<file path="config.mk">
export PLATFORM = sky130hd
export DESIGN_NAME = mips_cpu_bus
export DESIGN_NICKNAME = d
export VERILOG_FILES = /design/src/verilog/cpu_ctrl_pkg.sv /design/src/verilog/mips_isa_pkg.sv /design/src/verilog/alu.sv /design/src/verilog/decoder.sv /design/src/verilog/mips_cpu_bus.sv /design/src/verilog/next_pc.sv /design/src/verilog/register_file.sv
export VERILOG_INCLUDE_DIRS = /design/src /design/src/verilog
export SDC_FILE = /design/constraint.sdc
export NUM_CORES = 2
export LEC_CHECK = 0
export BUFFER_PORTS_ARGS = -buffer_cell sky130_fd_sc_hd__buf_2
export CELL_PAD_IN_SITES_DETAIL_PLACEMENT = 0
export CELL_PAD_IN_SITES_GLOBAL_PLACEMENT = 1
export CORE_AREA = 8 8 383 385
export DETAILED_ROUTE_END_ITERATION = 10
export DIE_AREA = 0 0 391 393
export PLACE_DENSITY = 0.82
export SYNTH_ARGS = -nofsm -noshare
export SYNTH_HDL_FRONTEND = slang
export SYNTH_SLANG_ARGS = --single-unit
</file>
<file path="constraint.sdc">
create_clock -name clk -period 7.6 [get_ports clk]
set_clock_uncertainty 0.15 [all_clocks]
set_input_delay 0.38 -clock clk [delete_from_list [all_inputs] [get_ports clk]]
set_output_delay 0.38 -clock clk [all_outputs]
set_load 0.05 [all_outputs]
</file>
<file path="src/verilog/cpu_params.svh">
`ifndef CPU_PARAMS_SVH
`define CPU_PARAMS_SVH

// first fetch address after reset, in the boot region
`define CPU_RESET_VECTOR 32'hBFC00000

// executing the instruction fetched here ends a run
`define CPU_HALT_ADDR 32'h00000000

// general purpose registers, r0 hardwired to zero
`define CPU_NUM_REGS 32

`endif

</file>
<file path="src/verilog/cpu_ctrl_pkg.sv">
package cpu_ctrl_pkg;

  // multicycle sequence, one pass per instruction
  typedef enum logic [1:0] {
    FETCH  = 2'd0,
    EXEC   = 2'd1,
    MEM    = 2'd2,
    HALTED = 2'd3
  } cpu_state_t;

  typedef enum logic [3:0] {
    ALU_ADD  = 4'd0,
    ALU_SUB  = 4'd1,
    ALU_AND  = 4'd2,
    ALU_OR   = 4'd3,
    ALU_XOR  = 4'd4,
    ALU_SLT  = 4'd5,
    ALU_SLTU = 4'd6,
    ALU_SLL  = 4'd7,
    ALU_SRL  = 4'd8,
    ALU_SRA  = 4'd9,
    ALU_LUI  = 4'd10
  } alu_op_t;

  // register write-back source, link is pc plus 8
  typedef enum logic [1:0] {
    WB_ALU  = 2'd0,
    WB_MEM  = 2'd1,
    WB_LINK = 2'd2
  } wb_src_t;

endpackage

</file>
<file path="src/verilog/mips_isa_pkg.sv">
package mips_isa_pkg;

  typedef logic [31:0] word_t;

  // register format
  typedef struct packed {
    logic [5:0] opcode;
    logic [4:0] rs;
    logic [4:0] rt;
    logic [4:0] rd;
    logic [4:0] shamt;
    logic [5:0] funct;
  } r_fmt_t;

  // immediate format, also loads, stores and branches
  typedef struct packed {
    logic [5:0]  opcode;
    logic [4:0]  rs;
    logic [4:0]  rt;
    logic [15:0] imm;
  } i_fmt_t;

  // j and jal
  typedef struct packed {
    logic [5:0]  opcode;
    logic [25:0] target;
  } j_fmt_t;

  // one fetched word, seen three ways
  typedef union packed {
    r_fmt_t r_fmt;
    i_fmt_t i_fmt;
    j_fmt_t j_fmt;
  } instr_t;

  typedef enum logic [5:0] {
    OP_SPECIAL = 6'h00,
    OP_J       = 6'h02,
    OP_JAL     = 6'h03,
    OP_BEQ     = 6'h04,
    OP_BNE     = 6'h05,
    OP_ADDIU   = 6'h09,
    OP_SLTI    = 6'h0A,
    OP_ANDI    = 6'h0C,
    OP_ORI     = 6'h0D,
    OP_XORI    = 6'h0E,
    OP_LUI     = 6'h0F,
    OP_LW      = 6'h23,
    OP_SW      = 6'h2B
  } opcode_t;

  // function field under OP_SPECIAL
  typedef enum logic [5:0] {
    FN_SLL  = 6'h00,
    FN_SRL  = 6'h02,
    FN_SRA  = 6'h03,
    FN_JR   = 6'h08,
    FN_JALR = 6'h09,
    FN_ADDU = 6'h21,
    FN_SUBU = 6'h23,
    FN_AND  = 6'h24,
    FN_OR   = 6'h25,
    FN_XOR  = 6'h26,
    FN_SLT  = 6'h2A,
    FN_SLTU = 6'h2B
  } funct_t;

endpackage

</file>
<file path="src/verilog/alu.sv">
`timescale 1ns/1ps

module alu (
  input  cpu_ctrl_pkg::alu_op_t alu_op,
  input  mips_isa_pkg::word_t   a,
  input  mips_isa_pkg::word_t   b,
  input  logic [4:0]            shamt,
  output mips_isa_pkg::word_t   result,
  output logic                  equal
);

  always_comb begin
    case (alu_op)
      cpu_ctrl_pkg::ALU_ADD:  result = a + b;
      cpu_ctrl_pkg::ALU_SUB:  result = a - b;
      cpu_ctrl_pkg::ALU_AND:  result = a & b;
      cpu_ctrl_pkg::ALU_OR:   result = a | b;
      cpu_ctrl_pkg::ALU_XOR:  result = a ^ b;
      cpu_ctrl_pkg::ALU_SLT:  result = {31'd0, $signed(a) < $signed(b)};
      cpu_ctrl_pkg::ALU_SLTU: result = {31'd0, a < b};
      // shifts act on rt, which arrives as b
      cpu_ctrl_pkg::ALU_SLL:  result = b << shamt;
      cpu_ctrl_pkg::ALU_SRL:  result = b >> shamt;
      cpu_ctrl_pkg::ALU_SRA:  result = $signed(b) >>> shamt;
      cpu_ctrl_pkg::ALU_LUI:  result = {b[15:0], 16'h0000};
      default:                result = '0;
    endcase
  end

  // rs against rt for beq and bne
  assign equal = (a == b);

endmodule

</file>
<file path="src/verilog/decoder.sv">
`timescale 1ns/1ps

module decoder (
  input  mips_isa_pkg::instr_t   instr,
  output cpu_ctrl_pkg::alu_op_t  alu_op,
  output logic                   alu_imm,
  output logic                   imm_zero_ext,
  output logic                   reg_write_en,
  output logic                   mem_read,
  output logic                   mem_write,
  output logic                   branch_eq,
  output logic                   branch_ne,
  output logic                   jump_imm,
  output logic                   jump_reg,
  output cpu_ctrl_pkg::wb_src_t  wb_src,
  output logic [4:0]             dest_reg
);

  always_comb begin
    // no-op unless a supported code says otherwise
    alu_op       = cpu_ctrl_pkg::ALU_ADD;
    alu_imm      = 1'b0;
    imm_zero_ext = 1'b0;
    reg_write_en = 1'b0;
    mem_read     = 1'b0;
    mem_write    = 1'b0;
    branch_eq    = 1'b0;
    branch_ne    = 1'b0;
    jump_imm     = 1'b0;
    jump_reg     = 1'b0;
    wb_src       = cpu_ctrl_pkg::WB_ALU;
    dest_reg     = instr.i_fmt.rt;

    case (instr.r_fmt.opcode)
      mips_isa_pkg::OP_SPECIAL: begin
        dest_reg     = instr.r_fmt.rd;
        reg_write_en = 1'b1;
        case (instr.r_fmt.funct)
          mips_isa_pkg::FN_ADDU: alu_op = cpu_ctrl_pkg::ALU_ADD;
          mips_isa_pkg::FN_SUBU: alu_op = cpu_ctrl_pkg::ALU_SUB;
          mips_isa_pkg::FN_AND:  alu_op = cpu_ctrl_pkg::ALU_AND;
          mips_isa_pkg::FN_OR:   alu_op = cpu_ctrl_pkg::ALU_OR;
          mips_isa_pkg::FN_XOR:  alu_op = cpu_ctrl_pkg::ALU_XOR;
          mips_isa_pkg::FN_SLT:  alu_op = cpu_ctrl_pkg::ALU_SLT;
          mips_isa_pkg::FN_SLTU: alu_op = cpu_ctrl_pkg::ALU_SLTU;
          mips_isa_pkg::FN_SLL:  alu_op = cpu_ctrl_pkg::ALU_SLL;
          mips_isa_pkg::FN_SRL:  alu_op = cpu_ctrl_pkg::ALU_SRL;
          mips_isa_pkg::FN_SRA:  alu_op = cpu_ctrl_pkg::ALU_SRA;
          mips_isa_pkg::FN_JR: begin
            jump_reg     = 1'b1;
            reg_write_en = 1'b0;
          end
          mips_isa_pkg::FN_JALR: begin
            jump_reg = 1'b1;
            wb_src   = cpu_ctrl_pkg::WB_LINK;
          end
          default: reg_write_en = 1'b0;
        endcase
      end
      mips_isa_pkg::OP_J:   jump_imm = 1'b1;
      mips_isa_pkg::OP_JAL: begin
        jump_imm     = 1'b1;
        reg_write_en = 1'b1;
        wb_src       = cpu_ctrl_pkg::WB_LINK;
        dest_reg     = 5'd31;
      end
      mips_isa_pkg::OP_BEQ: branch_eq = 1'b1;
      mips_isa_pkg::OP_BNE: branch_ne = 1'b1;
      mips_isa_pkg::OP_ADDIU, mips_isa_pkg::OP_SLTI: begin
        alu_imm      = 1'b1;
        reg_write_en = 1'b1;
        alu_op       = (instr.i_fmt.opcode == mips_isa_pkg::OP_SLTI) ?
                       cpu_ctrl_pkg::ALU_SLT : cpu_ctrl_pkg::ALU_ADD;
      end
      mips_isa_pkg::OP_ANDI, mips_isa_pkg::OP_ORI, mips_isa_pkg::OP_XORI,
      mips_isa_pkg::OP_LUI: begin
        alu_imm      = 1'b1;
        imm_zero_ext = 1'b1;
        reg_write_en = 1'b1;
        case (instr.i_fmt.opcode)
          mips_isa_pkg::OP_ANDI: alu_op = cpu_ctrl_pkg::ALU_AND;
          mips_isa_pkg::OP_ORI:  alu_op = cpu_ctrl_pkg::ALU_OR;
          mips_isa_pkg::OP_XORI: alu_op = cpu_ctrl_pkg::ALU_XOR;
          default:               alu_op = cpu_ctrl_pkg::ALU_LUI;
        endcase
      end
      mips_isa_pkg::OP_LW: begin
        alu_imm      = 1'b1;
        mem_read     = 1'b1;
        reg_write_en = 1'b1;
        wb_src       = cpu_ctrl_pkg::WB_MEM;
      end
      mips_isa_pkg::OP_SW: begin
        alu_imm   = 1'b1;
        mem_write = 1'b1;
      end
      default: ;
    endcase
  end

endmodule

</file>
<file path="src/verilog/mips_cpu_bus.sv">
`timescale 1ns/1ps
`include "cpu_params.svh"

module mips_cpu_bus (
  input  logic                clk,
  input  logic                reset,
  output logic                active,
  output mips_isa_pkg::word_t register_v0,
  output mips_isa_pkg::word_t address,
  output logic                read,
  output logic                write,
  output mips_isa_pkg::word_t writedata,
  input  logic                waitrequest,
  input  mips_isa_pkg::word_t readdata
);

  cpu_ctrl_pkg::cpu_state_t state;
  mips_isa_pkg::instr_t     ir;
  logic                     wake;

  cpu_ctrl_pkg::alu_op_t alu_op;
  cpu_ctrl_pkg::wb_src_t wb_src;
  logic       alu_imm, imm_zero_ext, reg_write_en, mem_read, mem_write;
  logic       branch_eq, branch_ne, jump_imm, jump_reg;
  logic [4:0] dest_reg;

  mips_isa_pkg::word_t rs_value, rt_value, imm_ext, alu_b, alu_result;
  mips_isa_pkg::word_t wb_data, pc, pc_plus8;
  logic                equal, mem_access, at_halt, pc_step, reg_write;

  assign mem_access = mem_read || mem_write;
  assign at_halt    = (pc == `CPU_HALT_ADDR);

  // bus side is idle for one cycle out of reset
  assign read      = (state == cpu_ctrl_pkg::FETCH && !wake) ||
                     (state == cpu_ctrl_pkg::MEM && mem_read);
  assign write     = (state == cpu_ctrl_pkg::MEM) && mem_write;
  assign address   = (state == cpu_ctrl_pkg::MEM) ? alu_result : pc;
  assign writedata = rt_value;
  assign active    = (state != cpu_ctrl_pkg::HALTED);

  // end of instruction and register write strobes
  assign pc_step   = (state == cpu_ctrl_pkg::EXEC && !mem_access) ||
                     (state == cpu_ctrl_pkg::MEM && !waitrequest);
  assign reg_write = reg_write_en &&
                     ((state == cpu_ctrl_pkg::EXEC && !mem_access) ||
                      (state == cpu_ctrl_pkg::MEM && mem_read && !waitrequest));

  always_ff @(posedge clk) begin
    if (reset) begin
      state <= cpu_ctrl_pkg::FETCH;
      wake  <= 1'b1;
    end else begin
      wake <= 1'b0;
      case (state)
        cpu_ctrl_pkg::FETCH:
          if (read && !waitrequest) state <= cpu_ctrl_pkg::EXEC;
        cpu_ctrl_pkg::EXEC:
          if (mem_access) state <= cpu_ctrl_pkg::MEM;
          else state <= at_halt ? cpu_ctrl_pkg::HALTED : cpu_ctrl_pkg::FETCH;
        cpu_ctrl_pkg::MEM:
          if (!waitrequest) state <= at_halt ? cpu_ctrl_pkg::HALTED : cpu_ctrl_pkg::FETCH;
        default:
          state <= cpu_ctrl_pkg::HALTED;
      endcase
    end
  end

  // instruction register
  always_ff @(posedge clk) begin
    if (state == cpu_ctrl_pkg::FETCH && read && !waitrequest) ir <= readdata;
  end

  assign imm_ext = imm_zero_ext ? {16'h0000, ir.i_fmt.imm}
                                : {{16{ir.i_fmt.imm[15]}}, ir.i_fmt.imm};
  assign alu_b   = alu_imm ? imm_ext : rt_value;

  always_comb begin
    case (wb_src)
      cpu_ctrl_pkg::WB_MEM:  wb_data = readdata;
      cpu_ctrl_pkg::WB_LINK: wb_data = pc_plus8;
      default:               wb_data = alu_result;
    endcase
  end

  decoder u_decoder (
    .instr(ir), .alu_op(alu_op), .alu_imm(alu_imm), .imm_zero_ext(imm_zero_ext),
    .reg_write_en(reg_write_en), .mem_read(mem_read), .mem_write(mem_write),
    .branch_eq(branch_eq), .branch_ne(branch_ne), .jump_imm(jump_imm),
    .jump_reg(jump_reg), .wb_src(wb_src), .dest_reg(dest_reg)
  );

  register_file u_register_file (
    .clk(clk), .reset(reset), .write_en(reg_write),
    .read_reg_a(ir.r_fmt.rs), .read_reg_b(ir.r_fmt.rt), .write_reg(dest_reg),
    .write_data(wb_data), .read_data_a(rs_value), .read_data_b(rt_value),
    .register_v0(register_v0)
  );

  alu u_alu (
    .alu_op(alu_op), .a(rs_value), .b(alu_b), .shamt(ir.r_fmt.shamt),
    .result(alu_result), .equal(equal)
  );

  next_pc u_next_pc (
    .clk(clk), .reset(reset), .pc_step(pc_step), .instr(ir), .rs_value(rs_value),
    .equal(equal), .branch_eq(branch_eq), .branch_ne(branch_ne),
    .jump_imm(jump_imm), .jump_reg(jump_reg), .pc(pc), .pc_plus8(pc_plus8)
  );

  a_bus_exclusive: assert property (@(posedge clk) disable iff (reset) !(read && write));

  // fetch and data addresses come from different units
  a_bus_aligned: assert property (@(posedge clk) disable iff (reset)
    (read || write) |-> address[1:0] == 2'b00);

  // a stalled access keeps its request, address and data until it completes
  a_bus_hold: assert property (@(posedge clk) disable iff (reset)
    (read || write) && waitrequest |=>
      $stable(read) && $stable(write) && $stable(address) && $stable(writedata));

endmodule

</file>
<file path="src/verilog/next_pc.sv">
`timescale 1ns/1ps
`include "cpu_params.svh"

module next_pc (
  input  logic                 clk,
  input  logic                 reset,
  input  logic                 pc_step,
  input  mips_isa_pkg::instr_t instr,
  input  mips_isa_pkg::word_t  rs_value,
  input  logic                 equal,
  input  logic                 branch_eq,
  input  logic                 branch_ne,
  input  logic                 jump_imm,
  input  logic                 jump_reg,
  output mips_isa_pkg::word_t  pc,
  output mips_isa_pkg::word_t  pc_plus8
);

  mips_isa_pkg::word_t pc_plus4, branch_target, jump_target, new_target, held_target;
  logic                taken, pending;

  assign pc_plus4 = pc + 32'd4;
  assign pc_plus8 = pc + 32'd8;

  // offset counted in words from the delay slot
  assign branch_target = pc_plus4 + {{14{instr.i_fmt.imm[15]}}, instr.i_fmt.imm, 2'b00};
  assign jump_target   = {pc_plus4[31:28], instr.j_fmt.target, 2'b00};

  assign taken = (branch_eq && equal) || (branch_ne && !equal) || jump_imm || jump_reg;

  always_comb begin
    if (jump_reg) new_target = rs_value;
    else if (jump_imm) new_target = jump_target;
    else new_target = branch_target;
  end

  always_ff @(posedge clk) begin
    if (reset) begin
      pc      <= `CPU_RESET_VECTOR;
      pending <= 1'b0;
    end else if (pc_step) begin
      // delay slot runs first, then the held target
      pc      <= pending ? held_target : pc_plus4;
      pending <= taken;
    end
  end

  always_ff @(posedge clk) begin
    if (pc_step && taken) held_target <= new_target;
  end

  a_pc_aligned: assert property (@(posedge clk) disable iff (reset) pc[1:0] == 2'b00);

endmodule

</file>
<file path="src/verilog/register_file.sv">
`timescale 1ns/1ps
`include "cpu_params.svh"

module register_file (
  input  logic                clk,
  input  logic                reset,
  input  logic                write_en,
  input  logic [4:0]          read_reg_a,
  input  logic [4:0]          read_reg_b,
  input  logic [4:0]          write_reg,
  input  mips_isa_pkg::word_t write_data,
  output mips_isa_pkg::word_t read_data_a,
  output mips_isa_pkg::word_t read_data_b,
  output mips_isa_pkg::word_t register_v0
);

  mips_isa_pkg::word_t regs [`CPU_NUM_REGS];

  always_ff @(posedge clk) begin
    if (reset) begin
      for (int i = 0; i < `CPU_NUM_REGS; i++) begin
        regs[i] <= '0;
      end
    end else if (write_en && write_reg != 5'd0) begin
      regs[write_reg] <= write_data;
    end
  end

  // r0 reads zero whatever the array holds
  assign read_data_a = (read_reg_a == 5'd0) ? '0 : regs[read_reg_a];
  assign read_data_b = (read_reg_b == 5'd0) ? '0 : regs[read_reg_b];

  // v0 is r2, the result register
  assign register_v0 = regs[2];

endmodule
</file>
Yosys cells after proc, flatten, opt, wreduce, memory -nomap -nowiden
Memories as Yosys holds them, arrays and structs flattened. A register that Yosys moved wholly into a read port is not among the register bits.
Index checks and enable logic that the tools add are counted.
{"block": "word_totals", "elab_cells": 146, "mem_count": 1, "mem_bits_rw": 1024, "register_bits": 100}
{"block": "classes", "shifts": 3, "n_bitwise": 3, "add_sub_neg": 5, "eq_ne": 41, "n_reduce_logical": 42, "magnitude_cmp": 2, "muxes": 43}
{"memory": "u_register_file.regs", "words": 32, "word_bits": 32, "read_ports": 3, "rd_clocked_by_memory_dff": 2, "wr": 32, "line": "register_file.sv:17", "rtl": "mips_isa_pkg::word_t regs [`CPU_NUM_REGS];"}
{"operator": "$pmux 32 s11", "n": 1}
{"operator": "$mux 32", "n": 9}
{"operator": "$add 32x32->32", "n": 2}
{"operator": "$lt 32x32->1", "n": 2}
{"operator": "$pmux 32 s2", "n": 1}
{"operator": "$eq 6x6->1 const B", "n": 9}
{"operator": "$eq 6x4->1 const B", "n": 8}
{"operator": "$pmux 4 s9", "n": 1}
{"operator": "$add 32x3->32 const B", "n": 1}
{"operator": "$add 32x4->32 const B", "n": 1}
{"operator": "$and 32x32->32", "n": 1}
{"operator": "$eq 32x32->1", "n": 1}
{"operator": "$logic_not 32->1", "n": 1}
{"operator": "$or 32x32->32", "n": 1}
{"operator": "$reduce_or 32->1", "n": 1}
{"operator": "$shl 32x5->32", "n": 1}
{"operator": "$shr 32x5->32", "n": 1}
{"operator": "$sshr 32x5->32", "n": 1}
{"operator": "$sub 32x32->32", "n": 1}
{"operator": "$xor 32x32->32", "n": 1}
{"operator": "$eq 6x2->1 const B", "n": 4}
{"operator": "$pmux 4 s3", "n": 2}
{"operator": "$eq 4x3->1 const B", "n": 4}
{"operator": "$mux 1", "n": 16}
{"operator": "27 further kinds", "n": 68}

Depth between registers and ports, before layout
{"block": "logic_depth", "ltp_word": 13, "ltp_mapped": 27, "ltp_nobuf": 19}

Modules after synthesis
Synthesis repeated with hierarchy kept, for this count alone.
{"block": "hier_totals", "hier_cells": 5880, "area_unflattened_um2": 71873.9}
{"module": "register_file", "n_inst": 1, "seq_area_each_um2": 30749.5, "cells_each": 3492, "area_each_um2": 54086.9}
{"module": "alu", "n_inst": 1, "seq_area_each_um2": 0.0, "cells_each": 1325, "area_each_um2": 8853.5}
{"module": "next_pc", "n_inst": 1, "seq_area_each_um2": 1621.6, "cells_each": 710, "area_each_um2": 5845.6}
{"module": "mips_cpu_bus", "n_inst": 1, "seq_area_each_um2": 1021.0, "cells_each": 274, "area_each_um2": 2587.5}
{"module": "decoder", "n_inst": 1, "seq_area_each_um2": 0.0, "cells_each": 79, "area_each_um2": 500.5}

Least setup slack after synthesis
OpenSTA, ideal clock, no wires.
{"block": "synth_path", "path_type": "register to output", "from": "register with a tool-made name", "to": "output address[22]", "arrival_ps": 6865, "setup_slack_ps": 205, "t_required_ps": 7070, "stages_incl_launch_ff": 22, "cell_sequence": "dfxtp_1 -> buf_6 -> buf_12 -> buf_12 -> buf_12 -> mux4_2 -> o221ai_1 -> nor4_1 -> a21boi_1 -> buf_2 -> ha_1 -> inv_1 -> nor4_1 -> nor3_1 -> o41ai_1 -> a31o_2 -> o221ai_1 -> o31ai_1 -> xnor2_1 -> nor2_1 -> nor3_1 -> o21ai_0"}
{"item": "end: declaration", "line": "mips_cpu_bus.sv:9", "rtl": "output mips_isa_pkg::word_t address,"}

==> impl_results.md <==
* Final Setup Violations at 0
* CTS Buf Count at 120
* Root buffer cell: clkbuf_16
* Final Hold Fails at 0
* Fin crit period at 7.59 ns
* WL/cell at 39.2 um
* Arrival time worst endpoint at 7.06 ns
* Max FO, Critical Path at 68
* Htree depth at 3
* Total gr overflow at 0
* Worst slew margin at 0.183
* CTS max path bufs at 3
* PortBufs at 133
* Tcrit/Tclk final at 0.999
* Post-DRT Antenna Nets at 0
* Setup crit end kind: output pin
* Max-slew violations at 0
* Reg2Reg Depth at 15
* Leakage at 31.0 nW
* Yosys cell types at 112
* Top cell type by total area after synthesis: edfxtp_1
* Layout area overhead at 14.2%
* Hold WC Path Type: in -> reg
* Pre-CTS setup slack at -0.159 ns
* Die area at 154000 um2
* Slew @ Worst Pin at 1.22 ns
* Setup WS post-layout at 0.00704 ns
* CTS sink cnt at 1134
* Via count at 63.2k
* Synth top area cells: edfxtp_1 (45%), mux4_2 (12%), mux2i_1 (5.9%)
* Slowest stage delay, CP at 0.95 ns
* Die Ht at 393 um
* Fin area at 82600 um2
* Worst Path Required at 7.07 ns
* Power share of the clock group at 0.294
* DRC viols at 0
* Area share of the largest cell type after synthesis at 0.451
* TritonRoute pass-1 iters at 8
* Combinational power share at 0.354
* Final Non-Filler Cells at 8633
* Cells after DPL at 8330
* Psw at 0.00773 W
* Crit-path slowest cell: o311ai_2
* GRT Overall Usage at 0.426
* Vias in the first global route at 60.0k
* Global-route wire length before repair at 465000 um
* MaxCap Viol Count at 0
* Sw Ratio at 0.376
* Post-synth EDFFs at 1088
* Syn Area/Cell at 11.3 um2
* Initial Util at 0.515
* Routability congestion estimate at 1.07
* Vias/cell at 7.32
* Yosys reg bits at 1134
* Crit path cell chain: buf_12, buf_12, buf_12, mux2i_1, a22oi_1, a21oi_1, nor4_4, buf_4, a221oi_1, o2bb2ai_1, mux2_2, o22ai_1, o311ai_2, a31oi_1, buf_2
* Register area share after synthesis at 0.464
* Internal at 0.0128 W
* Largest net degree at the start of global routing at 70
* Synth Cell Area at 72400 um2
* Status: complete, no violations
* Sequential fraction of design power at 0.352
* I/O pin cnt at 134
* Synth Flop Type: edfxtp_1
* Share of cells above drive strength 1 at 0.231
* Pwr Total at 0.0206 W
* Die width at 391 um
* Post-synth ARST share at 0
* Final hold slack at 0.222 ns
* WHS Path Cells at 2
* Commonest non-fill, non-tap cells in the layout: nor2_1 (1107), edfxtp_1 (1088), buf_4 (456)
* IR drop worst, VDD at 0.000249 V
* Fin nets at 6796
* Num rows at 138
* DP HPWL at 235000 um
* Core area at 141000 um2
* Setup crit start kind: flip-flop
* Placement Cell Area at 77600 um2
* DRT iter0 DRCs at 10.9k
* Final Routed Wirelength at 339000 um
* Pwr dens at 249 nW/um2
* Crit Path Category: reg -> out
* Reg clk slew, reported paths at 0.06 ns
* Initial antenna violation count at 16
* Most common cell after layout, fill and taps aside: nor2_1
* Most Frequent Cell on Critical Path: buf_12
* Fmax at 132 MHz
* Cells after synthesis at 6409
* Clock Latency Late Sink at 0.78 ns
* Number of warnings issued by yosys at 0
* CTS tree: done
[worst paths after layout]
| kind | from | end | slack [ns] |
|---|---|---|---|
| worst min register to register | u_next_pc.held_target[10] | u_next_pc.pc[10] | 0.35 |
| worst max register to register | flip-flop | u_register_file.regs[26][1] | 0.49 |
| worst min-delay path | readdata[12] | ir[12] | 0.22 |
| worst max-delay path | flip-flop | address[1] | 0.007 |
[metal layers]
layer	track usage	vias up	part of all wire
met5	0	-	0.00024
met4	0.296	14	0.089
met3	0.127	1421	0.14
met2	0.656	5848	0.44
met1	0.516	31000	0.33
li1	-	24900	-
[kinds of logic (layout without fill, tap and decap cells)]
kind of cell,count (synthesis),count (layout),synth area share
other,1,45,0.0000518
and+or+nand+nor,2056,2056,0.128
adders and majority gates,136,136,0.0238
muxes,871,871,0.192
xor gates and xnor gates,105,105,0.0127
buffers and inverters,759,1049,0.0491
DFF,1134,1134,0.464
AOI/OAI and AO/OA,1347,1347,0.131
[critical path, delay by kind of cell, from the launching register on]
family,cells,cell delay (ns)
AOI/OAI and AO/OA,7,3.42
buffers and inverters,5,1.30
DFF,1,0.50
muxes,2,0.70
and+or+nand+nor,1,0.17
[synth_stat cells, types with 37 or more instances]
master	n
nor2_2	61
inv_1	126
a21oi_1	334
buf_1	52
dfxtp_1	46
nor4_1	37
buf_6	50
edfxtp_1	1088
buf_2	123
o21ai_0	151
a22oi_1	225
a211oi_1	76
clkbuf_1	376
mux2i_1	425
mux2_2	45
ha_1	133
o22ai_1	38
a21o_1	40
a221oi_1	49
nand2_1	309
xnor2_1	73
nand2b_1	59
nor2_1	1113
nand3_1	73
nor3_1	207
mux4_2	379
[sequential cells by signal, summed over array words and instances, names as in the netlist, named ones only]
name / count
u_next_pc.pending: 1
wake: 1
u_next_pc.held_target: 32
ir: 32
u_register_file.regs: 1024
u_next_pc.pc: 32
state: 2
[through the flow]
step / util / TNS (ns)
floorplan: - / 0
global placement: 0.552 / -0.297
detailed placement: 0.552 / -0.159
CTS: 0.586 / 0
global route: 0.588 / -0.00568
finish: 0.588 / 0
[timing repair]
action / CTS / global route
cloned: 1 / 1
pin swaps: 5 / 7
gates resized for setup: 26 / 45
buffers inserted: 21 / 5
hold buffers: 34 / 0
endpoints found under the setup margin: 19 / 17
hold endpoints to repair: 53 / 0
[power by group through the flow]
stage / sequential, W / clock (W) / combinational (W)
finish: 0.00724 / 0.00603 / 0.00728
floorplan: 0.00728 / 0 / 0.00397
detailed placement: 0.00736 / 0 / 0.00683
CTS: 0.00723 / 0.00602 / 0.00693
global placement: 0.00734 / 0 / 0.00684
global route: 0.00725 / 0.00625 / 0.00742
[layout make-up]
class                      instances  area [um2]
fill                           11600       57900
multi-input combinational       4547       36200
sequential                      1134       33600
timing repair buffer             693        5940
clock buffer                     160        3220
tap                             1890        2360
clock inverter                    67         768
inverter                         129         484
antenna                           13        32.5
Power figures use the tool's default switching activity.
